===== src/hdl/dmm_cfg.svh =====
// clock, phase timing and data width macros for the multimeter sample sequencer
`ifndef DMM_CFG_SVH
`define DMM_CFG_SVH

//////////////////////////////////////////////////
// timing

// system clock in hz, periods below are in clocks of this
`define DMM_CLK_FREQ      20000000

// precharge / protect pause, kept short for simulation
// a board build would use something near DMM_CLK_FREQ * 500e-6
`define DMM_PRECHARGE_N   40

// integration aperture of the adc
`define DMM_APERTURE_N    32

//////////////////////////////////////////////////
// widths

// signed input code fed to the adc model
`define DMM_CODE_W        16
// signed accumulated result, must hold code * aperture
`define DMM_RESULT_W      24
// phase down-counters
`define DMM_COUNT_W       24

`endif


===== src/hdl/dmm_pkg.sv =====
// shared enums: sampling mode, azmux and precharge switch positions, FSM states
`default_nettype none

package dmm_pkg;

  // run-time sampling mode
  typedef enum logic {
    MODE_NO_AZ = 1'b0,
    MODE_AZ    = 1'b1
  } mode_t;

  // autozero mux, lo is the safe position
  typedef enum logic {
    AZMUX_LO = 1'b0,
    AZMUX_HI = 1'b1
  } azmux_t;

  // precharge switch, boot protects the signal from charge injection
  typedef enum logic {
    SW_PC_BOOT   = 1'b0,
    SW_PC_SIGNAL = 1'b1
  } sw_pc_t;

  // no-autozero sequencer
  typedef enum logic [2:0] {
    NO_AZ_START,
    NO_AZ_PC_LOAD,
    NO_AZ_PC_WAIT,
    NO_AZ_TRIG,
    NO_AZ_ADC_WAIT
  } no_az_state_t;

  // autozero sequencer
  typedef enum logic [3:0] {
    AZ_START,
    AZ_PROTECT,
    AZ_PROTECT_WAIT,
    AZ_PRECHARGE,
    AZ_PRECHARGE_WAIT,
    AZ_HI_TRIG,
    AZ_HI_WAIT,
    AZ_LO_TRIG,
    AZ_LO_WAIT
  } az_state_t;

  // controller capture, remembers that a hi result is held
  typedef enum logic {
    CTL_IDLE,
    CTL_HI_CAPT
  } ctl_state_t;

endpackage

`default_nettype wire


===== src/hdl/adc_if.sv =====
// adc_if: trigger, mux select, valid strobe and result between controller and adc
`default_nettype none

`include "dmm_cfg.svh"

interface adc_if ();

  import dmm_pkg::*;

  // one cycle measure request
  logic                             trig;
  // input select, held for the whole aperture
  azmux_t                           azmux;
  // one cycle done strobe
  logic                             valid;
  // stable from valid until the next trig
  logic signed [`DMM_RESULT_W-1:0]  result;

  modport ctl (
    output trig,
    output azmux,
    input  valid,
    input  result
  );

  modport adc (
    input  trig,
    input  azmux,
    output valid,
    output result
  );

endinterface

`default_nettype wire


===== src/hdl/seq_if.sv =====
// seq_if: switch, trigger and monitor outputs of one sequencer, run and valid back
`default_nettype none

interface seq_if ();

  import dmm_pkg::*;

  // sequencer side
  logic         trig;
  azmux_t       azmux;
  sw_pc_t       sw_pc;
  logic         led0;
  logic [1:0]   monitor;
  // high while a hi measurement is in flight
  logic         hi_phase;

  // controller side
  // level, sequencer may leave start only while high
  logic         run;
  // adc valid, only ever returned to the active sequencer
  logic         valid;

  modport seq (
    output trig,
    output azmux,
    output sw_pc,
    output led0,
    output monitor,
    output hi_phase,
    input  run,
    input  valid
  );

  modport ctl (
    input  trig,
    input  azmux,
    input  sw_pc,
    input  led0,
    input  monitor,
    input  hi_phase,
    output run,
    output valid
  );

endinterface

`default_nettype wire


===== src/hdl/adc_measure.sv =====
// adc_measure: integrating adc model summing the selected code over a fixed aperture
`default_nettype none

`include "dmm_cfg.svh"

module adc_measure (
  input  logic                          clk,
  input  logic                          reset,
  adc_if.adc                            bus,
  input  logic signed [`DMM_CODE_W-1:0] code_hi,
  input  logic signed [`DMM_CODE_W-1:0] code_lo
);

  import dmm_pkg::*;

  localparam logic [`DMM_COUNT_W-1:0] APERTURE_N = `DMM_APERTURE_N;
  localparam logic [`DMM_COUNT_W-1:0] LAST_N     = 1;

  logic [`DMM_COUNT_W-1:0]          count_down;
  logic                             busy;
  logic signed [`DMM_RESULT_W-1:0]  acc;
  // selected code, sign extended to accumulator width
  logic signed [`DMM_RESULT_W-1:0]  code_ext;

  assign code_ext = (bus.azmux == AZMUX_HI) ? code_hi : code_lo;

  //////////////////////////////////////////////////
  // aperture counter and accumulator

  always_ff @(posedge clk or posedge reset)
  begin
    if (reset)
    begin
      count_down <= '0;
      busy       <= 1'b0;
      acc        <= '0;
      bus.valid  <= 1'b0;
    end
    else
    begin
      // valid is a strobe
      bus.valid <= 1'b0;

      if (bus.trig)
      begin
        // start of aperture, old result is dropped here
        acc        <= '0;
        count_down <= APERTURE_N;
        busy       <= 1'b1;
      end
      else if (busy)
      begin
        // one code per clock of the aperture
        acc        <= acc + code_ext;
        count_down <= count_down - 1'b1;

        // last add, counter hits zero on this edge
        if (count_down == LAST_N)
        begin
          busy      <= 1'b0;
          bus.valid <= 1'b1;
        end
      end
    end
  end

  // accumulator doubles as the held result
  assign bus.result = acc;

  // the controller must wait for valid before the next request
  a_no_trig_while_busy: assert property (
    @(posedge clk) disable iff (reset) bus.trig |-> !busy
  );

endmodule

`default_nettype wire


===== src/hdl/sample_modulation_no_az.sv =====
// sample_modulation_no_az: precharge pause, adc trigger and valid wait, looped
`default_nettype none

`include "dmm_cfg.svh"

module sample_modulation_no_az (
  input  logic  clk,
  input  logic  reset,
  seq_if.seq    bus
);

  import dmm_pkg::*;

  localparam logic [`DMM_COUNT_W-1:0] PRECHARGE_N = `DMM_PRECHARGE_N;

  no_az_state_t             state;
  // clocks left in the current pause
  logic [`DMM_COUNT_W-1:0]  count_down;

  always_ff @(posedge clk or posedge reset)
  begin
    if (reset)
    begin
      state        <= NO_AZ_START;
      count_down   <= '0;
      bus.trig     <= 1'b0;
      bus.azmux    <= AZMUX_LO;
      bus.sw_pc    <= SW_PC_BOOT;
      bus.led0     <= 1'b0;
      bus.monitor  <= 2'b00;
      bus.hi_phase <= 1'b0;
    end
    else
    begin
      case (state)

        // parked until the controller hands over the adc
        NO_AZ_START:
          if (bus.run)
          begin
            state          <= NO_AZ_PC_LOAD;
            bus.monitor[0] <= 1'b0;
            // mux moves first, while still protected
            bus.azmux      <= AZMUX_HI;
          end
          else
          begin
            bus.monitor[0] <= 1'b1;
            bus.azmux      <= AZMUX_LO;
          end

        //////////////////////////////////////////////////
        // pause matching the az precharge, keeps sample rate similar
        NO_AZ_PC_LOAD:
          begin
            state      <= NO_AZ_PC_WAIT;
            count_down <= PRECHARGE_N;
            // input is always the signal without autozero
            bus.sw_pc  <= SW_PC_SIGNAL;
            // one toggle per sample, visible at the bench
            bus.led0   <= ~bus.led0;
          end

        NO_AZ_PC_WAIT:
          if (count_down == '0)
            state <= NO_AZ_TRIG;
          else
            count_down <= count_down - 1'b1;

        //////////////////////////////////////////////////
        // measure
        NO_AZ_TRIG:
          begin
            state          <= NO_AZ_ADC_WAIT;
            bus.trig       <= 1'b1;
            bus.monitor[1] <= 1'b1;
            bus.hi_phase   <= 1'b1;
          end

        NO_AZ_ADC_WAIT:
          begin
            bus.trig       <= 1'b0;
            bus.monitor[1] <= 1'b0;
            if (!bus.trig && bus.valid)
            begin
              bus.hi_phase <= 1'b0;
              if (bus.run)
                state <= NO_AZ_PC_LOAD;
              else
              begin
                // handing over, protect before the mux returns to lo
                state     <= NO_AZ_START;
                bus.sw_pc <= SW_PC_BOOT;
              end
            end
          end

        default:
          state <= NO_AZ_START;

      endcase
    end
  end

  // trigger is a single clock strobe
  a_trig_one_cycle: assert property (
    @(posedge clk) disable iff (reset) bus.trig |=> !bus.trig
  );

endmodule

`default_nettype wire


===== src/hdl/sample_modulation_az.sv =====
// sample_modulation_az: autozero sequence of protect, precharge, hi and lo measurements
`default_nettype none

`include "dmm_cfg.svh"

module sample_modulation_az (
  input  logic  clk,
  input  logic  reset,
  seq_if.seq    bus
);

  import dmm_pkg::*;

  // wait state runs count..0, so load one less for a full pause
  localparam logic [`DMM_COUNT_W-1:0] WAIT_N = `DMM_PRECHARGE_N - 1;

  az_state_t                state;
  logic [`DMM_COUNT_W-1:0]  count_down;

  always_ff @(posedge clk or posedge reset)
  begin
    if (reset)
    begin
      state        <= AZ_START;
      count_down   <= '0;
      bus.trig     <= 1'b0;
      bus.azmux    <= AZMUX_LO;
      bus.sw_pc    <= SW_PC_BOOT;
      bus.led0     <= 1'b0;
      bus.monitor  <= 2'b00;
      bus.hi_phase <= 1'b0;
    end
    else
    begin
      case (state)

        // run only checked here, a started sample always completes
        AZ_START:
          if (bus.run)
          begin
            state          <= AZ_PROTECT;
            bus.monitor[0] <= 1'b0;
          end
          else
            bus.monitor[0] <= 1'b1;

        //////////////////////////////////////////////////
        // precharge switch to boot, protects the signal from
        // the charge injection of the az switch
        AZ_PROTECT:
          begin
            state      <= AZ_PROTECT_WAIT;
            count_down <= WAIT_N;
            bus.sw_pc  <= SW_PC_BOOT;
          end

        // mux still at hi means the hi measurement is done
        AZ_PROTECT_WAIT:
          if (count_down == '0)
            state <= (bus.azmux == AZMUX_HI) ? AZ_LO_TRIG : AZ_PRECHARGE;
          else
            count_down <= count_down - 1'b1;

        //////////////////////////////////////////////////
        // azmux lo -> hi, settle against the boot buffer
        AZ_PRECHARGE:
          begin
            state      <= AZ_PRECHARGE_WAIT;
            count_down <= WAIT_N;
            bus.azmux  <= AZMUX_HI;
            bus.led0   <= ~bus.led0;
          end

        AZ_PRECHARGE_WAIT:
          if (count_down == '0)
            state <= AZ_HI_TRIG;
          else
            count_down <= count_down - 1'b1;

        //////////////////////////////////////////////////
        // pc switch boot -> signal, take hi
        AZ_HI_TRIG:
          begin
            state          <= AZ_HI_WAIT;
            bus.sw_pc      <= SW_PC_SIGNAL;
            bus.trig       <= 1'b1;
            bus.monitor[1] <= 1'b1;
            bus.hi_phase   <= 1'b1;
          end

        AZ_HI_WAIT:
          begin
            bus.trig       <= 1'b0;
            bus.monitor[1] <= 1'b0;
            if (!bus.trig && bus.valid)
            begin
              // protect again before the mux moves back to lo
              state        <= AZ_PROTECT;
              bus.hi_phase <= 1'b0;
            end
          end

        //////////////////////////////////////////////////
        // azmux to lo, take lo with signal still protected
        AZ_LO_TRIG:
          begin
            state          <= AZ_LO_WAIT;
            bus.azmux      <= AZMUX_LO;
            bus.trig       <= 1'b1;
            bus.monitor[1] <= 1'b1;
          end

        AZ_LO_WAIT:
          begin
            bus.trig       <= 1'b0;
            bus.monitor[1] <= 1'b0;
            if (!bus.trig && bus.valid)
              state <= AZ_START;
          end

        default:
          state <= AZ_START;

      endcase
    end
  end

  // mux only moves with the signal protected, before and after the edge
  a_azmux_protected: assert property (
    @(posedge clk) disable iff (reset)
    !$stable(bus.azmux) |-> ($past(bus.sw_pc) == SW_PC_BOOT && bus.sw_pc == SW_PC_BOOT)
  );

endmodule

`default_nettype wire


===== src/hdl/sample_controller.sv =====
// sample_controller: mode hand-over, adc routing, hi/lo capture and result strobe
`default_nettype none

`include "dmm_cfg.svh"

module sample_controller (
  input  logic                            clk,
  input  logic                            reset,
  input  dmm_pkg::mode_t                  mode,
  seq_if.ctl                              no_az,
  seq_if.ctl                              az,
  adc_if.ctl                              adc,
  output logic signed [`DMM_RESULT_W-1:0] result,
  output logic                            sample_ready,
  output logic                            led0,
  output logic [1:0]                      monitor,
  output dmm_pkg::sw_pc_t                 sw_pc,
  output dmm_pkg::azmux_t                 azmux
);

  import dmm_pkg::*;

  // mode owning the adc, and mode requested by the host
  mode_t                            active;
  mode_t                            target;
  ctl_state_t                       ctl_state;
  // trigs issued minus valids returned
  logic [1:0]                       in_flight;
  logic                             act_az;
  logic                             act_hi_phase;
  logic                             act_parked;
  logic                             switch_ok;
  logic signed [`DMM_RESULT_W-1:0]  hi_q;

  //////////////////////////////////////////////////
  // routing

  assign act_az = (active == MODE_AZ);

  // run drops for the old owner as soon as a change is pending
  assign no_az.run   = !act_az && (target == active);
  assign az.run      = act_az && (target == active);
  assign no_az.valid = adc.valid && !act_az;
  assign az.valid    = adc.valid && act_az;

  assign adc.trig  = act_az ? az.trig : no_az.trig;
  assign adc.azmux = act_az ? az.azmux : no_az.azmux;

  assign sw_pc   = act_az ? az.sw_pc : no_az.sw_pc;
  assign azmux   = act_az ? az.azmux : no_az.azmux;
  assign led0    = act_az ? az.led0 : no_az.led0;
  assign monitor = act_az ? az.monitor : no_az.monitor;

  assign act_hi_phase = act_az ? az.hi_phase : no_az.hi_phase;
  // monitor[0] is set only while a sequencer sits in start with run low
  assign act_parked   = act_az ? az.monitor[0] : no_az.monitor[0];

  // hand over only with the adc quiet and the old owner parked
  assign switch_ok = (target != active) && (in_flight == 2'd0)
                     && (ctl_state == CTL_IDLE) && act_parked;

  //////////////////////////////////////////////////
  // mode, in-flight count and sample capture

  always_ff @(posedge clk or posedge reset)
  begin
    if (reset)
    begin
      active       <= MODE_NO_AZ;
      target       <= MODE_NO_AZ;
      ctl_state    <= CTL_IDLE;
      in_flight    <= 2'd0;
      result       <= '0;
      sample_ready <= 1'b0;
    end
    else
    begin
      sample_ready <= 1'b0;

      // mode input only looked at between measurements
      if (in_flight == 2'd0)
        target <= mode;
      if (switch_ok)
        active <= target;

      if (adc.trig)
        in_flight <= in_flight + 2'd1;
      else if (adc.valid)
        in_flight <= in_flight - 2'd1;

      if (adc.valid)
      begin
        if (!act_az)
        begin
          // no autozero, every valid is a sample
          result       <= adc.result;
          sample_ready <= 1'b1;
        end
        else if (act_hi_phase)
          ctl_state <= CTL_HI_CAPT;
        else if (ctl_state == CTL_HI_CAPT)
        begin
          // lo completes the az sample
          result       <= hi_q - adc.result;
          sample_ready <= 1'b1;
          ctl_state    <= CTL_IDLE;
        end
      end
    end
  end

  // hi measurement held for the subtraction
  always_ff @(posedge clk)
  begin
    if (adc.valid && act_az && act_hi_phase)
      hi_q <= adc.result;
  end

  // every no-az measurement is a hi measurement
  a_no_az_valid_hi: assert property (
    @(posedge clk) disable iff (reset) (adc.valid && !act_az) |-> act_hi_phase
  );

endmodule

`default_nettype wire


===== src/hdl/dmm_top.sv =====
// dmm_top: two sequencers, sample controller and adc model wired through interfaces
`default_nettype none

`include "dmm_cfg.svh"

module dmm_top (
  input  logic                            clk,
  input  logic                            reset,
  input  dmm_pkg::mode_t                  mode,
  input  logic signed [`DMM_CODE_W-1:0]   code_hi,
  input  logic signed [`DMM_CODE_W-1:0]   code_lo,
  output logic signed [`DMM_RESULT_W-1:0] result,
  output logic                            sample_ready,
  output logic                            led0,
  output logic [1:0]                      monitor,
  output dmm_pkg::sw_pc_t                 sw_pc,
  output dmm_pkg::azmux_t                 azmux
);

  // shared adc, one link per sequencer
  adc_if u_adc_if ();
  seq_if u_no_az_if ();
  seq_if u_az_if ();

  sample_modulation_no_az u_no_az (
    .clk   (clk),
    .reset (reset),
    .bus   (u_no_az_if.seq)
  );

  sample_modulation_az u_az (
    .clk   (clk),
    .reset (reset),
    .bus   (u_az_if.seq)
  );

  sample_controller u_ctl (
    .clk          (clk),
    .reset        (reset),
    .mode         (mode),
    .no_az        (u_no_az_if.ctl),
    .az           (u_az_if.ctl),
    .adc          (u_adc_if.ctl),
    .result       (result),
    .sample_ready (sample_ready),
    .led0         (led0),
    .monitor      (monitor),
    .sw_pc        (sw_pc),
    .azmux        (azmux)
  );

  adc_measure u_adc (
    .clk     (clk),
    .reset   (reset),
    .bus     (u_adc_if.adc),
    .code_hi (code_hi),
    .code_lo (code_lo)
  );

endmodule

`default_nettype wire


===== config.mk =====
export PLATFORM = sky130hd
export DESIGN_NAME = dmm_top
export DESIGN_NICKNAME = d
export VERILOG_FILES = /design/src/hdl/dmm_pkg.sv /design/src/hdl/adc_if.sv /design/src/hdl/seq_if.sv /design/src/hdl/adc_measure.sv /design/src/hdl/sample_modulation_no_az.sv /design/src/hdl/sample_modulation_az.sv /design/src/hdl/sample_controller.sv /design/src/hdl/dmm_top.sv
export VERILOG_INCLUDE_DIRS = /design/src /design/src/hdl
export SDC_FILE = /design/constraint.sdc
export NUM_CORES = 1
export LEC_CHECK = 0
export ABC_AREA = 1
export BUFFER_PORTS_ARGS = -buffer_cell sky130_fd_sc_hd__buf_2
export CORE_MARGIN = 1
export CORE_UTILIZATION = 60
export CTS_CLUSTER_DIAMETER = 50
export CTS_CLUSTER_SIZE = 30
export DETAILED_ROUTE_END_ITERATION = 10
export PLACE_DENSITY = 0.88
export SYNTH_ARGS = -nofsm -noshare
export SYNTH_HDL_FRONTEND = slang
export SYNTH_HIERARCHICAL = 1
export SYNTH_SLANG_ARGS = --single-unit

===== constraint.sdc =====
create_clock -name clk -period 4.1 [get_ports clk]
set_input_delay 1.025 -clock clk [delete_from_list [all_inputs] [get_ports clk]]
set_output_delay 1.025 -clock clk [all_outputs]
set_load 0.05 [all_outputs]

**Word-level counts from Yosys, hierarchy flattened**

Index checks and enable logic that the tools add are counted.

- Register bits: 171
- Input port bits: 35
- Output and inout port bits: 30
- Logic and storage cells: 164

- Add/sub/neg operators: 7
- Equal/unequal tests: 28
- Multiplexer cells: 58
- Bitwise operators: 3
- Reductions and logical operators: 41

Operators with widths:

| operator | count |
|---|---|
| $mux W24 | 10 |
| $pmux W24 S2 | 2 |
| $sub A24 B1 Y24 const B | 3 |
| $logic_not A24 Y1 | 2 |
| $pmux W4 S9 | 1 |
| $mux W1 | 25 |
| $add A24 B24 Y24 | 1 |
| $eq A24 B1 Y1 const B | 1 |
| $sub A24 B24 Y24 | 1 |
| $mux W4 | 5 |
| $reduce_bool A2 Y1 | 10 |
| $eq A4 B3 Y1 const B | 4 |
| $ne A2 B1 Y1 const B | 8 |
| $pmux W3 S5 | 1 |
| $pmux W1 S2 | 7 |
| $mux W3 | 4 |
| $logic_and A1 B1 Y1 | 10 |
| $ne A2 B2 Y1 const B | 5 |
| $reduce_and A2 Y1 | 5 |
| $reduce_and A3 Y1 | 3 |
| $eq A4 B2 Y1 const B | 2 |
| $reduce_or A2 Y1 | 4 |
| $eq A3 B2 Y1 const B | 2 |
| $mux W2 | 3 |
| 14 further kinds | 18 |

**Depth between registers and ports, before layout**

- Depth in word-level cells: 5
- Mapped depth: 19
- Depth with buffers taken out: 16

**Hierarchy**

The synthesis kept the hierarchy.

By module, submodules not included:

| module | instances | cells each | area an instance (µm²) | sequential area each (µm²) |
|---|---|---|---|---|
| adc_measure | 1 | 672 | 4,261.6 | 1,251.2 |
| sample_controller | 1 | 589 | 4,028.9 | 1,471.4 |
| sample_modulation_az | 1 | 310 | 2,088.3 | 850.8 |
| sample_modulation_no_az | 1 | 291 | 2,018.2 | 825.8 |

**Worst setup path before layout**

OpenSTA, ideal clock, no wires.

- Path kind: register to register
- Start: reg u_ctl.active, in the netlist u_ctl/act_az
- End: reg u_adc.acc[16], in the netlist u_adc/bus.result[16]
- Setup time: 117 ps
- Data arrival time: 2,791 ps
- Required time: 3,983 ps
- Slack: 1,191 ps
- Stages on the path, launching flop included: 17
- Buffers on the path: 4
- Period minus slack after synthesis: 2,909 ps
- Cell sequence: dfrtp_1 -> buf_2 -> buf_2 -> nand2_1 -> nand2_1 -> buf_2 -> buf_2 -> mux2_2 -> ha_1 -> nand2_1 -> inv_1 -> a21oi_1 -> nor2_1 -> nor2_1 -> nand3b_1 -> nand3_1 -> nand2_1

- Longest elaborated chain between the ends: 5
- Elaborated cells between the ends (all ways): 7
- Those cells by class: add/sub (1); mux (5); reduce/logical (1)

RTL lines:

| what | line | text |
|---|---|---|
| from (decl) | sample_controller.sv:24 | `mode_t active;` |
| from (signal assigned) | sample_controller.sv:84 | `active <= target;` |
| $mux W1 | sample_controller.sv:47 | `assign adc.azmux = act_az ? az.azmux : no_az.azmux;` |
| via u_adc_if.azmux | adc_if.sv:13 | `azmux_t azmux;` |
| $mux W24 | adc_measure.sv:25 | `assign code_ext = (bus.azmux == AZMUX_HI) ? code_hi : code_lo;` |
| $add A24 B24 Y24 | adc_measure.sv:54 | `acc <= acc + code_ext;` |
| $mux W24 | adc_measure.sv:51 | `else if (busy)` |
| $mux W24 | adc_measure.sv:44 | `if (bus.trig)` |
| to (signal assigned) | adc_measure.sv:54 |  |
| to (decl) | adc_measure.sv:21 | `` logic signed [`DMM_RESULT_W-1:0] acc; `` |

The timed path passes the listed nets, and every way through them passes these cells. The select of a mux whose other input is x is not followed.
A chain may end at the register's enable or synchronous reset.

**Worst setup path in the final report**

- Start: reg u_ctl.active, in the netlist u_ctl/act_az
- End: reg u_adc.acc[18], in the netlist u_adc/bus.result[18]

- Longest elaborated chain between the ends: 5
- Elaborated cells between the ends (all ways): 7
- Those cells by class: add/sub (1); mux (5); reduce/logical (1)

RTL lines:

| what | line |
|---|---|
| $mux W1 | sample_controller.sv:47 |
| $mux W24 | adc_measure.sv:25 |
| $add A24 B24 Y24 | adc_measure.sv:54 |
| $mux W24 | adc_measure.sv:51 |
| $mux W24 | adc_measure.sv:44 |

Several ways; a longest one is shown, not always the timed one. The select of a mux whose other input is x is not followed.

==> impl_metrics.py <==
metrics = {
    "cells_and_area": {
        "nFillCells": 1769,
        "diodes": 0,
        "final_nets": 2011,
        "utilization": 0.666,
        "seqCellArea_mm2": 0.00437,
        "area_growth_pct": 9.06,
        "stdcell_area_mm2": 0.0135,
        "multi_input_area_mm2": 0.00668,
        "drive_above_1_share": 0.0942,
    },
    "worst_setup_path": {
        "ff2ff_path_depth": 15,
        "reg2reg_to": "u_adc/bus.result[18]$_DFFE_PP0P_",
        "slowest_stage": "dfrtp_1",
        "crit_chain": "inv_2 -> nand2_1 -> nand2_1 -> buf_4 -> mux2_2 -> ha_1 -> nand2_1 -> nor2_1 -> nand3_1 -> nand3_1 -> nand2_1 -> nand2_1 -> nand2_1 -> nand3_1 -> nand2_1",
        "critical_path.top_delay_family": "simple AND/OR/NAND/NOR gates",
        "critPathMostFrequentCell": "nand2_1",
        "required_ns": 4.42,
        "start_kind": "flop",
        "worst-path-buf-inv": 2,
        "rrSetupSlack_ns": 1.20,
        "cp_slowest_stage_delay_ns": 0.42,
        "end_kind": "flop",
        "worst-path-stages": 15,
        "crit_type": "flop to flop",
        "critPathMaxFanout": 18,
        "crit_arrival_ns": 3.22,
        "timing.rr.start": "u_ctl/act_az$_DFFE_PP0P_",
        "critPathLaunch": "u_ctl/act_az$_DFFE_PP0P_",
        "setup.worst_path.end": "u_adc/bus.result[18]$_DFFE_PP0P_",
    },
    "detailed_routing": {
        "drc": 0,
        "drtAntennaViolNets": 0,
        "routed-via-count": 11900,
        "drtPass1Iterations": 5,
        "drt_iter0_markers": 966,
        "drt_wl_total_um": 30200,
        "viasPerCell": 5.40,
        "routedWlPerCell_um": 13.7,
    },
    "pwr": {
        "irDropWorstVdd_uv": 421,
        "p_leak_uw": 0.00741,
        "p_sw_frac": 0.522,
        "power_switching_uw": 5450,
        "clkPwrFrac": 0.155,
        "power_density_mw_per_mm2": 775,
        "seqPwrFrac": 0.251,
        "internal-power_uw": 4990,
        "p_comb_frac": 0.594,
    },
    "timing": {
        "finalSetupViolations": 0,
        "setup-tns-final_ns": 0,
        "skew_ns": 0.0114,
        "timing.slew.headroom": 0.292,
        "slew_violations": 0,
        "hold_viol": 0,
        "rsz0062_at_grt": "no",
        "min_period_over_period": 0.708,
        "worst_slack_ns": 1.20,
        "max_freq_mhz": 345,
        "worstMarginPinSlew_ns": 1.06,
        "post-route-min-period_ns": 2.90,
        "holdWs_ns": 0.474,
    },
    "floorplan": {
        "die-width_um": 146,
        "die-area_mm2": 0.0212,
        "io_pins": 65,
        "rows": 52,
        "coreArea_mm2": 0.0202,
        "start_util": 0.611,
        "die_y_um": 146,
    },
    "clock_tree": {
        "cts-buffers-inserted": 17,
        "clock-sinks": 170,
        "ctsHoldBuffers": 0,
        "cts_tree": "done",
        "clk_latency_ns": 0.44,
        "cts-root-buf": "clkbuf_16",
        "htreeDepth": 4,
        "cts_setup_buffers": 0,
        "cts_max_path_buffers": 2,
        "clkTransAtPathRegs_ns": 0.07,
        "cts_resized": 0,
    },
    "synthesis": {
        "yosysWarnings": 6,
        "synth_area_mm2": 0.0124,
        "syn_inst": 1859,
        "syn_avg_cell_area_um2": 6.65,
        "synth_nets": 1950,
    },
    "min_path": {
        "hp-class": "flop to flop",
    },
    "grt": {
        "antenna_found_initial": 0,
        "grt_max_degree": 51,
        "grt_pass1_vias": 11000,
        "grt_pass1_wl_um": 50800,
        "grt.total_usage": 0.294,
        "grt.overflow.total": 0,
    },
    "job": {
        "cap_violations": 0,
    },
    "place": {
        "dp_worst_setup_slack_ns": 1.11,
        "dp_hpwl_um": 22100,
        "routabilityCongestion": 0.971,
        "io_buffers": 64,
        "placed_area_mm2": 0.0129,
    },
    "run_status": {
        "status": "completed",
    },
}
-- cell type report --
type                    count  area share
clock buffers              17      0.0315
clock inverters            15      0.0122
inverters                 294      0.0818
multi-input cells        1362       0.495
flip-flops and latches    170       0.324
well taps                 270      0.0251
repair buffers             75      0.0299
-- power by group through the flow --
stage | Combinational (uW) | Clock (uW) | Sequential (uW)
global placement | 5860 | 0 | 2610
floorplan | 4700 | 0 | 2690
global route | 6950 | 1720 | 2680
finish | 6200 | 1620 | 2620
detailed placement | 6040 | 0 | 2640
CTS | 6110 | 1650 | 2610
-- through the flow --
stage,power (uW),cells
floorplan,7390,1859
global placement,8470,2171
detailed placement,8670,2171
CTS,10400,2203
global route,11400,2203
finish,10400,2203
-- worst min-delay path by stage --
stage,startpoint,to,slack (ns),depth (start not counted)
final,u_ctl/result[14]$_DFFE_PP0P_,u_ctl/result[14]$_DFFE_PP0P_,0.47,2
after global routing,u_ctl/in_flight[1]$_DFFE_PP0P_,u_ctl/in_flight[1]$_DFFE_PP0P_,0.50,1
after CTS,u_ctl/in_flight[1]$_DFFE_PP0P_,u_ctl/in_flight[1]$_DFFE_PP0P_,0.48,1
after detailed placement,u_ctl/result[18]$_DFFE_PP0P_,u_ctl/result[18]$_DFFE_PP0P_,0.46,2
after global placement,u_ctl/result[23]$_DFFE_PP0P_,u_ctl/result[23]$_DFFE_PP0P_,0.46,2
after floorplan,u_no_az/bus.led0$_DFFE_PP0P_,u_no_az/bus.led0$_DFFE_PP0P_,0.44,1
-- worst register-to-register path: stages (launching register included) --
cell and delay [ns]:
dfrtp_1 0.42, inv_2 0.07, nand2_1 0.04, nand2_1 0.05, buf_4 0.29, mux2_2 0.42
ha_1 0.38, nand2_1 0.15, nor2_1 0.32, nand3_1 0.13, nand3_1 0.18, nand2_1 0.11
nand2_1 0.07, nand2_1 0.05, nand3_1 0.06, nand2_1 0.05
-- layout by cell type (no fill, tap or decap), drive strengths merged, types with 5 or more instances in the layout --
master	n
nand2	641
inv	301
nor2	254
dfrtp	146
nand3	138
o21ai	76
a21oi	75
buf	75
ha	54
nand4	33
edfxtp	24
xor2	21
clkbuf	17
nor3	17
mux2	15
xnor2	5
nand3b	5
clkinv	5
-- per-layer routing --
layer / routed length (um) / part of all wire / global-route usage / vias up
li1: - / - / - / 5943
met1: 13600 / 0.45 / 0.393 / 5452
met2: 14000 / 0.46 / 0.485 / 438
met3: 1790 / 0.059 / 0.0411 / 69
met4: 810 / 0.027 / 0.111 / 0
met5: 0 / 0 / 0 / -
-- registers in the layout, indices dropped and copies added, names as in the netlist, 2 cells and up --
| name | count |
|---|---|
| u_ctl/hi_q | 24 |
| u_ctl/result | 24 |
| u_az/count_down | 24 |
| u_no_az/state | 3 |
| u_adc/bus.result | 24 |
| u_ctl/in_flight | 2 |
| u_az/bus.monitor | 2 |
| u_adc/count_down | 24 |
| u_no_az/bus.monitor | 2 |
| u_no_az/count_down | 24 |
| u_az/state | 4 |
Note: power is estimated with default switching activity, not from simulation.
